--- src/verilog/xbar_settings.svh ---
// Router crossbar build settings
`ifndef XBAR_SETTINGS_SVH
`define XBAR_SETTINGS_SVH

// port counts
`define XBAR_IN_ELS 2
`define XBAR_OUT_ELS 2

// dest id width of at least one bit
`define XBAR_DEST_BITS (($clog2(`XBAR_OUT_ELS) > 0) ? $clog2(`XBAR_OUT_ELS) : 1)

// full input word with the header included
`define XBAR_WIDTH 16

// 1 strips the dest bits from the output word
`define XBAR_DROP_HEADER 1

// words per input queue
`define XBAR_FIFO_DEPTH 2

// bit i set means input i returns credit pulses instead of ready
`define XBAR_USE_CREDITS 2'b01

`endif
--- src/verilog/xbar_pkg.sv ---
// Router crossbar types
`include "xbar_settings.svh"

package xbar_pkg;

  // output word width after optional header strip
  localparam int PAYLOAD_BITS = (`XBAR_DROP_HEADER != 0) ?
                                (`XBAR_WIDTH - `XBAR_DEST_BITS) : `XBAR_WIDTH;

  // one input word with the dest id in the low bits
  typedef logic [`XBAR_WIDTH-1:0] flit_t;

  // destination output number
  typedef logic [`XBAR_DEST_BITS-1:0] dest_id_t;

  // word as it leaves an output
  typedef logic [PAYLOAD_BITS-1:0] payload_t;

  // how an input hands flow control back to its sender
  //   FLOW_READY  level while the queue has room
  //   FLOW_CREDIT one pulse per dequeued word
  typedef enum logic {
    FLOW_READY  = 1'b0,
    FLOW_CREDIT = 1'b1
  } flow_mode_e;

endpackage

--- src/verilog/xbar_req_if.sv ---
// Input queue request bundle
`timescale 1ns/1ps

// one instance per router input
// head word and request flow from the queue to the arbiter and mux
// while yumi flows back from the arbiter
interface xbar_req_if
  import xbar_pkg::*;
  ();

  // queue holds a word at its head
  logic     head_v;

  // decoded destination of the head word
  dest_id_t head_dest;

  // head word with the header already handled
  payload_t head_payload;

  // head word consumed at the next edge, only while head_v is high
  logic     yumi;

  modport queue (
    output head_v,
    output head_dest,
    output head_payload,
    input  yumi
  );

  modport arbiter (
    input  head_v,
    input  head_dest,
    output yumi
  );

  // data path only needs the payload
  modport mux (
    input  head_payload
  );

endinterface

--- src/verilog/xbar_arbiter.sv ---
// Router round-robin arbiter
`timescale 1ns/1ps
`include "xbar_settings.svh"

module xbar_arbiter
  import xbar_pkg::*;
  (
    input  logic                                     clk_i,
    input  logic                                     rst_n_i,
    xbar_req_if.arbiter                              req [`XBAR_IN_ELS],
    input  logic [`XBAR_OUT_ELS-1:0]                 ready_i,
    output logic [`XBAR_OUT_ELS-1:0]                 valid_o,
    output logic [`XBAR_OUT_ELS-1:0][`XBAR_IN_ELS-1:0] grants_o
  );

  localparam int IN_ELS   = `XBAR_IN_ELS;
  localparam int OUT_ELS  = `XBAR_OUT_ELS;
  localparam int PTR_BITS = (IN_ELS > 1) ? $clog2(IN_ELS) : 1;

  logic     [IN_ELS-1:0]   head_v;
  dest_id_t                head_dest [IN_ELS];
  logic     [IN_ELS-1:0]   yumi;

  // requests per output with one bit per input
  logic [OUT_ELS-1:0][IN_ELS-1:0] reqs;

  // priority pointer and current winner per output
  logic [PTR_BITS-1:0] ptr_q   [OUT_ELS];
  logic [PTR_BITS-1:0] win_idx [OUT_ELS];

  // head signals and yumi per input bundle
  for (genvar i = 0; i < IN_ELS; i++) begin : g_in
    assign head_v[i]    = req[i].head_v;
    assign head_dest[i] = req[i].head_dest;
    assign req[i].yumi  = yumi[i];
  end

  for (genvar o = 0; o < OUT_ELS; o++) begin : g_out
    for (genvar i = 0; i < IN_ELS; i++) begin : g_req
      assign reqs[o][i] = head_v[i] && (head_dest[i] == dest_id_t'(o));
    end

    // valid never looks at ready_i
    assign valid_o[o] = |reqs[o];
  end

  // scan from the pointer so the first requester wins
  always_comb begin
    int   idx;
    logic found;

    grants_o = '0;
    for (int o = 0; o < OUT_ELS; o++) begin
      found      = 1'b0;
      win_idx[o] = '0;
      for (int k = 0; k < IN_ELS; k++) begin
        idx = int'(ptr_q[o]) + k;
        if (idx >= IN_ELS) begin
          idx = idx - IN_ELS;
        end
        if (reqs[o][idx] && !found) begin
          found             = 1'b1;
          grants_o[o][idx]  = 1'b1;
          win_idx[o]        = PTR_BITS'(idx);
        end
      end
    end
  end

  // dequeue only when the granted output accepts
  always_comb begin
    for (int i = 0; i < IN_ELS; i++) begin
      yumi[i] = 1'b0;
      for (int o = 0; o < OUT_ELS; o++) begin
        yumi[i] = yumi[i] | (grants_o[o][i] & ready_i[o]);
      end
    end
  end

  // move past the winner after a transfer and hold under back-pressure
  always_ff @(posedge clk_i) begin
    if (!rst_n_i) begin
      for (int o = 0; o < OUT_ELS; o++) begin
        ptr_q[o] <= '0;
      end
    end else begin
      for (int o = 0; o < OUT_ELS; o++) begin
        if (valid_o[o] && ready_i[o]) begin
          ptr_q[o] <= (win_idx[o] == PTR_BITS'(IN_ELS - 1)) ? '0 : win_idx[o] + 1'b1;
        end
      end
    end
  end

endmodule

--- src/verilog/xbar_input_queue.sv ---
// Router input queue
`timescale 1ns/1ps
`include "xbar_settings.svh"

module xbar_input_queue
  import xbar_pkg::*;
  #(
    parameter flow_mode_e flow_mode = FLOW_READY
  )
  (
    input  logic         clk_i,
    input  logic         rst_n_i,
    input  logic         valid_i,
    input  flit_t        data_i,
    output logic         credit_ready_o,
    xbar_req_if.queue    req
  );

  localparam int DEPTH     = `XBAR_FIFO_DEPTH;
  localparam int PTR_BITS  = (DEPTH > 1) ? $clog2(DEPTH) : 1;
  localparam int CNT_BITS  = $clog2(DEPTH + 1);

  // word storage
  flit_t mem_q [DEPTH];

  logic [PTR_BITS-1:0] wr_ptr_q;
  logic [PTR_BITS-1:0] rd_ptr_q;
  logic [CNT_BITS-1:0] count_q;

  logic  full;
  logic  enq;
  logic  deq;
  flit_t head_flit;

  assign full = (count_q == CNT_BITS'(DEPTH));

  // full guard keeps the ring from overwriting the head
  assign enq  = valid_i && !full;
  assign deq  = req.yumi;

  always_ff @(posedge clk_i) begin
    if (enq) begin
      mem_q[wr_ptr_q] <= data_i;
    end
  end

  // pointers wrap at DEPTH, which need not be a power of two
  always_ff @(posedge clk_i) begin
    if (!rst_n_i) begin
      wr_ptr_q <= '0;
      rd_ptr_q <= '0;
      count_q  <= '0;
    end else begin
      if (enq) begin
        wr_ptr_q <= (wr_ptr_q == PTR_BITS'(DEPTH - 1)) ? '0 : wr_ptr_q + 1'b1;
      end
      if (deq) begin
        rd_ptr_q <= (rd_ptr_q == PTR_BITS'(DEPTH - 1)) ? '0 : rd_ptr_q + 1'b1;
      end
      case ({enq, deq})
        2'b10:   count_q <= count_q + 1'b1;
        2'b01:   count_q <= count_q - 1'b1;
        default: count_q <= count_q;
      endcase
    end
  end

  // header decode on the head word
  assign head_flit     = mem_q[rd_ptr_q];
  assign req.head_v    = (count_q != '0);
  assign req.head_dest = head_flit[`XBAR_DEST_BITS-1:0];

  if (`XBAR_DROP_HEADER != 0) begin : g_drop
    assign req.head_payload = head_flit[`XBAR_WIDTH-1:`XBAR_DEST_BITS];
  end else begin : g_keep
    assign req.head_payload = head_flit;
  end

  // flow control back to the sender
  if (flow_mode == FLOW_CREDIT) begin : g_credit
    logic credit_q;

    // one pulse a cycle after each dequeue
    always_ff @(posedge clk_i) begin
      if (!rst_n_i) begin
        credit_q <= 1'b0;
      end else begin
        credit_q <= deq;
      end
    end

    assign credit_ready_o = credit_q;
  end else begin : g_ready
    assign credit_ready_o = !full;
  end

endmodule

--- src/verilog/xbar_output_mux.sv ---
// Router output data select
`timescale 1ns/1ps
`include "xbar_settings.svh"

module xbar_output_mux
  import xbar_pkg::*;
  (
    xbar_req_if.mux                                   req [`XBAR_IN_ELS],
    input  logic [`XBAR_OUT_ELS-1:0][`XBAR_IN_ELS-1:0] grants_i,
    output payload_t [`XBAR_OUT_ELS-1:0]              data_o
  );

  localparam int IN_ELS  = `XBAR_IN_ELS;
  localparam int OUT_ELS = `XBAR_OUT_ELS;

  // payloads arrive already header-stripped from the queues
  payload_t [IN_ELS-1:0] payload;

  for (genvar i = 0; i < IN_ELS; i++) begin : g_in
    assign payload[i] = req[i].head_payload;
  end

  // and-or one-hot select giving zero with no grant
  always_comb begin
    for (int o = 0; o < OUT_ELS; o++) begin
      data_o[o] = '0;
      for (int i = 0; i < IN_ELS; i++) begin
        data_o[o] = data_o[o] | (payload[i] & {PAYLOAD_BITS{grants_i[o][i]}});
      end
    end
  end

endmodule

--- src/verilog/xbar_router.sv ---
// Two by two packet router
`timescale 1ns/1ps
`include "xbar_settings.svh"

module xbar_router
  import xbar_pkg::*;
  (
    input  logic                              clk_i,
    input  logic                              rst_n_i,

    // input side with the dest id in the low bits of each word
    input  logic [`XBAR_IN_ELS-1:0]           valid_i,
    input  flit_t [`XBAR_IN_ELS-1:0]          data_i,
    // credit pulse or ready level per input
    output logic [`XBAR_IN_ELS-1:0]           credit_ready_o,

    // valid/ready output side
    output logic [`XBAR_OUT_ELS-1:0]          valid_o,
    output payload_t [`XBAR_OUT_ELS-1:0]      data_o,
    input  logic [`XBAR_OUT_ELS-1:0]          ready_i
  );

  localparam int IN_ELS  = `XBAR_IN_ELS;
  localparam int OUT_ELS = `XBAR_OUT_ELS;

  // per-input flow mode select
  localparam logic [IN_ELS-1:0] USE_CREDITS = `XBAR_USE_CREDITS;

  // one request bundle per input queue
  xbar_req_if req_if [IN_ELS] ();

  logic [OUT_ELS-1:0][IN_ELS-1:0] grants;

  // decode stage
  for (genvar i = 0; i < IN_ELS; i++) begin : g_queue
    xbar_input_queue #(
      .flow_mode (USE_CREDITS[i] ? FLOW_CREDIT : FLOW_READY)
    ) i_queue (
      .clk_i          (clk_i),
      .rst_n_i        (rst_n_i),
      .valid_i        (valid_i[i]),
      .data_i         (data_i[i]),
      .credit_ready_o (credit_ready_o[i]),
      .req            (req_if[i])
    );
  end

  // execute stage
  xbar_arbiter i_arbiter (
    .clk_i    (clk_i),
    .rst_n_i  (rst_n_i),
    .req      (req_if),
    .ready_i  (ready_i),
    .valid_o  (valid_o),
    .grants_o (grants)
  );

  // result stage
  xbar_output_mux i_output_mux (
    .req      (req_if),
    .grants_i (grants),
    .data_o   (data_o)
  );

endmodule

--- config.mk ---
export PLATFORM = sky130hd
export DESIGN_NAME = xbar_router
export DESIGN_NICKNAME = d
export VERILOG_FILES = /design/src/verilog/xbar_pkg.sv /design/src/verilog/xbar_req_if.sv /design/src/verilog/xbar_arbiter.sv /design/src/verilog/xbar_input_queue.sv /design/src/verilog/xbar_output_mux.sv /design/src/verilog/xbar_router.sv
export VERILOG_INCLUDE_DIRS = /design/src /design/src/verilog
export SDC_FILE = /design/constraint.sdc
export NUM_CORES = 1
export LEC_CHECK = 0
export ABC_CLOCK_PERIOD_IN_PS = 4000
export BUFFER_PORTS_ARGS = -buffer_cell sky130_fd_sc_hd__clkbuf_2
export CORE_ASPECT_RATIO = 0.9
export CORE_UTILIZATION = 50
export DETAILED_ROUTE_END_ITERATION = 12
export PLACE_DENSITY = 0.74
export SYNTH_ARGS = -nofsm -noshare
export SYNTH_HDL_FRONTEND = slang
export SYNTH_SLANG_ARGS = --single-unit
export TNS_END_PERCENT = 10
--- constraint.sdc ---
create_clock -name clk_i -period 4 [get_ports clk_i]
set_clock_uncertainty 0.2 [all_clocks]
set_input_delay 0.4 -clock clk_i [delete_from_list [all_inputs] [get_ports clk_i]]
set_output_delay 0.4 -clock clk_i [all_outputs]
set_load 0.005 [all_outputs]
==> results.md, run 1 <==
* Status: finished, final reports clean
* I/O Pins at 72
* Clock tree buffer depth at 2
* Yosys reg bits at 77
* Number of setup buffers added after CTS at 0
* F_max at ~0.35 GHz
* WL per Instance at 16.8 um
* CP endpoint kind: output pin
* Worst skew pair latency at 340 ps
* Inserted Diodes at 0
* Vias in the first global route at ~1900
* RSZ-0062 raised after global routing: false
* P_int at 1810 uW
* Synthesized netlist cell count at 211
* FF-to-FF End: g_queue[1].i_queue.count_q[1]$_SDFFE_PN0P_
* Post-synth cell types at 27
* Switching pwr at approximately 920 uW
* CP startpoint kind: flip-flop
* Crit path DAT at 2220 ps
* H-Tree Level Count at 3
* Filler Cells Inserted at 511
* Slew headroom at 0.491
* Clk sink count at 77
* Post-DP HPWL at about 4.7 mm
* R2R Setup Slk at 1230 ps
* Die height at 78.6 um
* Num CTS Buffers at 9
* Final Slew Violations at 0
* 1st-pass router iterations at 4
* Synth Cell Area at 3260 um^2
* Slew @ Worst Pin at roughly 760 ps
* Post-synth EDFFs at 66
* Final Hold Viols at 0
* Endpoints failing setup at 0
* Via count at 2020
* Syn_nets at 251
* Residual DRC at 0
* Final core utilization at 0.627
* Post-CTS sizing at 0
* Initial Util at 0.525
* Critical path class: flip-flop to output pin
* Maximum vdd ir drop at about 370 uV
* Hold Path End: g_queue[1].i_queue.mem_q[0][9]$_DFFE_PP_
* Final GP Congestion at 0.887
* Share of the synthesized area in the top cell type at 0.608
* WP data required at between 3000 and 4000 ps
* DR iter-0 viols at between 200 and 250
* PwrDens at 702 nW/um^2
* Fin area at 3900 um^2
* Placed inst area at 3680 um^2
* # nets final at 326
* Yosys top cell by area: edfxtp_1
* CTS tree: yes
* Die footprint at 6850 um^2
* Combinational Power Share at 0.375
* Seq/Total Area, Yosys at 0.675
* Final period util at 0.705
* Max-cap violations at 0
* Total routed wirelength at ~6.3 mm
* Most used flip-flop cell after synthesis: edfxtp_1
* Clock power frac at 0.225
* Sw Share at 0.338
* Post-CTS Hold Fix Bufs at 0
* Largest cells by area after synthesis: edfxtp_1, mux2i_1, dfxtp_1, o22ai_1, o311ai_4
* Area of the core at 6220 um^2
* Power Total at 2740 uW
* ANT nets after route at 0
* Port bufs at 71
* Largest net degree at the start of global routing at 18
* First-pass GRT wire length at approximately 9.4 mm
* Clock period minus worst slack at 2820 ps
* Area Overhead vs Synth at 19.5%
* Worst R2R Path Depth at 7
* Non-filler cells, final at 378
* Hold path start: data_i[25]
* YS warnings at 0
* Setup TNS Final at 0 ps
* GRT Total Usage at 0.193
* Clock root buffer: clkbuf_8
* Most common library cells after synthesis: edfxtp_1, mux2i_1, o22ai_1
* Placed Instances at approximately 360
* Type of the most critical hold path: primary input to flip-flop
* Initial antenna violation count at 0
* Die width at 87.1 um
* Count leader, synth: edfxtp_1
* Clock-pin slew on the worst setup and hold paths at 80 ps
* Hold path depth at 1
* Sequential power share at 0.400
* Site Rows at 27
* Total grt overflow at 0
* Critical Path Fanout Max at 17
* P_leak at ~0.0014 uW
* Avg Inst Size Synth at 15.5 um^2
* Layout cell share with drive strength beyond 1 at 0.337
* Via/cell ratio at 5.34
* Post-synth ARST share at 0
[state kept, by name (all words and copies together), names as in the netlist, named ones only]
name / flops
g_queue.i_queue.mem_q: 64
g_queue.i_queue.rd_ptr_q: 2
g_queue.i_queue.wr_ptr_q: 2
g_queue.i_queue.credit_ready_o: 1
i_arbiter.ptr_q: 2
g_queue.i_queue.count_q: 4
[through the flow]
stage | worst slack [ps] | hold slack (ps)
after floorplan | 1590 | 252
after global placement | 1320 | 261
after detailed placement | 1240 | 277
after CTS | 1200 | 35.7
after global routing | 1070 | 22.2
final | 1180 | 39.2
[worst max-delay path: stages (launching register included)]
cell      delay, ps
dfxtp_1         310
buf_4           280
mux2_4          370
a311o_4         470
o22ai_1         280
clkbuf_2        170
[power by group through the flow]
stage	clock network, uW	logic, uW	registers [uW]
3_3_place_gp	0	995	1110
5_1_grt	660	1100	1110
3_5_place_dp	0	1020	1110
4_1_cts	622	1020	1100
6_report	617	1030	1100
2_1_floorplan	0	711	1100
[placed cells by master (no fill, tap or decap), types with 3 or more instances in the layout]
cell      synthesis  layout
nand2_1           9       9
clkbuf_2          0      71
inv_1             4       4
mux2i_1          36      36
o21ai_0           3       3
nand2b_1          3       3
xnor2_1           5       5
clkbuf_8          0       9
and2_1            5       5
edfxtp_1         66      66
o22ai_1          32      32
buf_4             2       5
dfxtp_1          11      11
nor2_1            7       7
[logic make-up after synthesis]
family	count (synthesis)	share of synthesized area
DFF	77	0.675
muxes	38	0.120
AOI/OAI and AO/OA	45	0.114
and+or+nand+nor	28	0.0414
buffers and inverters	16	0.0291
adders and majority gates	2	0.00767
xor gates and xnor gates	5	0.0134
[worst max path at each step]
stage / from / to / slack (ps)
final: flip-flop / data_o[22] / 1180
after CTS: flip-flop / data_o[22] / 1200
after global routing: flip-flop / g_queue[1].i_queue.count_q[1]$_SDFFE_PN0P_ / 1070
after global placement: flip-flop / g_queue[1].i_queue.count_q[1]$_SDFFE_PN0P_ / 1320
after floorplan: flip-flop / g_queue[0].i_queue.count_q[1]$_SDFFE_PN0P_ / 1590
after detailed placement: flip-flop / g_queue[1].i_queue.count_q[1]$_SDFFE_PN0P_ / 1240
[layout make-up]
| class | count | area [um^2] | area share |
|---|---|---|---|
| Timing Repair Buffer | 76 | 393 | 0.101 |
| Multi-Input combinational cell | 118 | 965 | 0.247 |
| Inverter | 4 | 15.0 | 0.00385 |
| Clock buffer | 10 | 128 | 0.0327 |
| Sequential cell | 77 | 2200 | 0.565 |
| Tap cell | 87 | 109 | 0.0279 |
| Clock inverter | 6 | 87.6 | 0.0225 |
[per-layer routing]
metal | wire [um] | GRT usage | up-vias
met2 | 3120 | 0.307 | 79
met4 | 197 | 0.102 | 0
met1 | 2650 | 0.240 | 941
li1 | - | - | 978
met5 | 0 | 0 | -
met3 | 368 | 0.0526 | 22
Power figures use the tool's default switching activity.
==> run 2, diff against run 1 <==
--- a/config.mk
+++ b/config.mk
@@ -6,7 +6,8 @@
 export SDC_FILE = /design/constraint.sdc
 export NUM_CORES = 1
 export LEC_CHECK = 0
-export ABC_CLOCK_PERIOD_IN_PS = 4000
+export ABC_AREA = 1
+export ABC_CLOCK_PERIOD_IN_PS = 2900
 export BUFFER_PORTS_ARGS = -buffer_cell sky130_fd_sc_hd__clkbuf_2
 export CORE_ASPECT_RATIO = 0.9
 export CORE_UTILIZATION = 50
==> constraint.sdc (replaced) <==
create_clock -name clk_i -period 2.9 [get_ports clk_i]
set_clock_uncertainty 0.2 [all_clocks]
set_input_delay 0.29 -clock clk_i [delete_from_list [all_inputs] [get_ports clk_i]]
set_output_delay 0.29 -clock clk_i [all_outputs]
set_load 0.005 [all_outputs]
==> results.md, run 2 <==
* Initial antenna violation count at 0 (unchanged)
* Post-CTS sizing at 0 (unchanged)
* Most used flip-flop cell after synthesis: edfxtp_1
* Synthesized netlist cell count at 247 (+17%)
* CP endpoint kind: output pin
* RSZ-0062 raised after global routing: false
* Clock period minus worst slack at between 2000 and 2500 ps
* Max-cap violations at 0 (unchanged)
* Crit path DAT at 1900 ps (-320 ps)
* WL per Instance at 15.6 um (-7.3%)
* Syn_nets at 287 (+14%)
* Initial Util at 0.519 (-0.00595)
* Seq/Total Area, Yosys at 0.644 (-0.0307)
* Worst skew pair latency at 340 ps (about the same)
* Pre-CTS WS at 798 ps (-443 ps)
* Maximum vdd ir drop at 432 uV (+18%)
* ANT nets after route at 0 (unchanged)
* CTS tree: yes
* Clock root buffer: clkbuf_8
* Setup TNS Final at 0 ps (unchanged)
* H-Tree Level Count at 3 (unchanged)
* Final period util at 0.826
* Vias in the first global route at 2205 (+14%)
* Port bufs at 71 (unchanged)
* Critical path class: flip-flop to output pin
* Status: finished, final reports clean
* Die height at 80.4 um (+2.3%)
* Count leader, synth: edfxtp_1
* Most frequent cells in the layout: clkbuf_2, edfxtp_1, dlygate4sd3_1, mux2i_1, o22ai_1
* Clock tree buffer depth at 2 (unchanged)
* Largest cells by area after synthesis: edfxtp_1, mux2i_1, dfxtp_1, o22ai_1, o22ai_2
* Clk sink count at 77 (unchanged)
* Endpoints failing setup at 0 (unchanged)
* GRT Total Usage at 0.208 (+0.0155)
* Avg Inst Size Synth at 13.8 um^2 (-11%)
* Type of the most critical hold path: primary input to flip-flop
* Post-synth EDFFs at 66 (unchanged)
* YS warnings at 0 (unchanged)
* Share of the synthesized area in the top cell type at 0.580 (-0.0276)
* CP startpoint kind: flip-flop
* Final Slew Violations at 0 (unchanged)
* Max reg flops at 64 (unchanged)
* Clock-pin slew on the worst setup and hold paths at 70 ps (about the same)
* Combinational Power Share at 0.422 (+0.047)
* Inserted Diodes at 0 (unchanged)
* Final Hold Viols at 0 (unchanged)
* Area of the core at 6590 um^2 (+6.0%)
* Layout cell share with drive strength beyond 1 at 0.355 (+0.0178)
* PwrDens at 936 nW/um^2 (+33%)
* Via count at 2283 (+13%)
* Total routed wirelength at 7.02 mm (+11%)
* P_int at 2590 uW (+43%)
* Commonest non-fill, non-tap cell in the layout: clkbuf_2
* Largest Register: g_queue.i_queue.mem_q
* Synth Cell Area at 3420 um^2 (+4.8%)
* Post-CTS Hold Fix Bufs at 32 (+32)
* First-pass GRT wire length at 10.6 mm (+13%)
* Site Rows at 28 (+3.7%)
* Yosys reg bits at 77 (unchanged)
* Total grt overflow at 0 (unchanged)
* Die footprint at 7170 um^2 (+4.6%)
* # nets final at 397 (+22%)
* F_max at ~0.42 GHz
* Most common library cells after synthesis: edfxtp_1, mux2i_1, o22ai_1
* Post-DP HPWL at 4.90 mm (+5.4%)
* Number of setup buffers added after CTS at 0 (unchanged)
* Fin worst setup slack at 505 ps (-674 ps)
* Slew @ Worst Pin at 349 ps (-412 ps)
* DR iter-0 viols at 194 (-17%)
* WP data required at 2410 ps (-990 ps)
* Yosys top cell by area: edfxtp_1
* Sw Share at 0.364 (+0.0266)
* Residual DRC at 0 (unchanged)
* Final core utilization at 0.662 (+0.0348)
* Switching pwr at 1490 uW (+61%)
* Largest net degree at the start of global routing at 17 (-1)
* 1st-pass router iterations at 4 (unchanged)
* Clock power frac at 0.206 (-0.019)
* Slew headroom at 0.761 (+0.270)
* Sequential power share at 0.372 (-0.028)
* Post-synth ARST share at 0 (unchanged)
* Largest regs: g_queue.i_queue.mem_q: 64 flops, g_queue.i_queue.count_q: 4 flops
* Final GP Congestion at 0.891 (+0.45%)
* Post-synth cell types at 26 (-3.7%)
* Filler Cells Inserted at 505 (-1.2%)
* Via/cell ratio at 5.06 (-5.3%)
* Area Overhead vs Synth at 27.6%
* Die width at 89.1 um (+2.3%)
* Num CTS Buffers at 9 (unchanged)
* Critical Path Fanout Max at 16 (-1)
* P_leak at 0.00171 uW (+18%)
* I/O Pins at 72 (unchanged)
run 2: cell types whose count changed after synthesis, moves of 6 or more:
cell / previous run / this run
a21oi_1: 0 / 8
nand2_1: 9 / 18
mux2i_1: 36 / 30
nand2_2: 0 / 6
o22ai_1: 32 / 24
inv_1: 4 / 14
nor2_4: 0 / 6
nand3_2: 0 / 7
run 2: cells by family after synthesis:
group | Yosys count | synth area share
multiplexers | 30 | 0.0879
XOR/XNOR | 1 | 0.00256
AND/OR/NAND/NOR | 59 | 0.108
AO/OA/AOI/OAI | 49 | 0.0985
buffers and inverters | 29 | 0.0509
flip-flops | 77 | 0.644
adder cells (fa/ha/maj) | 2 | 0.00732
run 2: final cells by class:
class | count | area [um^2] | area share
multi-input combinational | 141 | 1040 | 0.239
clock inverter | 5 | 76.3 | 0.0175
sequential | 77 | 2200 | 0.505
timing repair buffer | 110 | 728 | 0.167
tap | 90 | 113 | 0.0258
clock buffer | 10 | 128 | 0.0293
inverter | 18 | 72.6 | 0.0166
run 2: power by group through the flow:
stage          sequential (uW)  combinational, uW  clock [uW]
2_1_floorplan             1520               1210           0
3_3_place_gp              1540               1640           0
3_5_place_dp              1540               1670           0
4_1_cts                   1520               1710         857
5_1_grt                   1530               1870         904
6_report                  1520               1720         841
run 2: path summary, 6_finish.rpt:
| check | startpoint | slack (ps) | cells past startpoint | end |
|---|---|---|---|---|
| worst max register to register | flip-flop | 790 | 12 | g_queue[0].i_queue.count_q[1]$_SDFFE_PN0P_ |
| worst min register to register | g_queue[0].i_queue.wr_ptr_q$_SDFFE_PN0P_ | 300 | 2 | g_queue[0].i_queue.wr_ptr_q$_SDFFE_PN0P_ |
| worst min-delay path | valid_i[1] | 60 | 3 | g_queue[1].i_queue.wr_ptr_q$_SDFFE_PN0P_ |
| worst max-delay path | flip-flop | 510 | 8 | data_o[24] |
run 2: metrics by stage:
stage / instance area, um^2 / hold WS (ps) / power, uW / std cells
floorplan: 3420 / 189 / 2730 / 247
global placement: 3840 / 270 / 3180 / 404
detailed placement: 3840 / 283 / 3220 / 404
CTS: 4360 / 47.9 / 4090 / 451
global route: 4360 / 106 / 4310 / 451
finish: 4360 / 55.2 / 4080 / 451
run 2: critical path: stages (launching register included):
cell	delay, ps
dfxtp_1	370
buf_4	230
inv_6	50
nand2_4	60
nand2_4	60
nor2_4	90
nand2_2	210
o22ai_1	320
clkbuf_2	160
run 2: routing by layer:
metal  track usage  up-vias  share of wire
li1              -     1131              -
met1         0.274     1063           0.43
met2         0.330       70           0.48
met3        0.0380       19          0.057
met4         0.105        0          0.029
met5             0        -              0
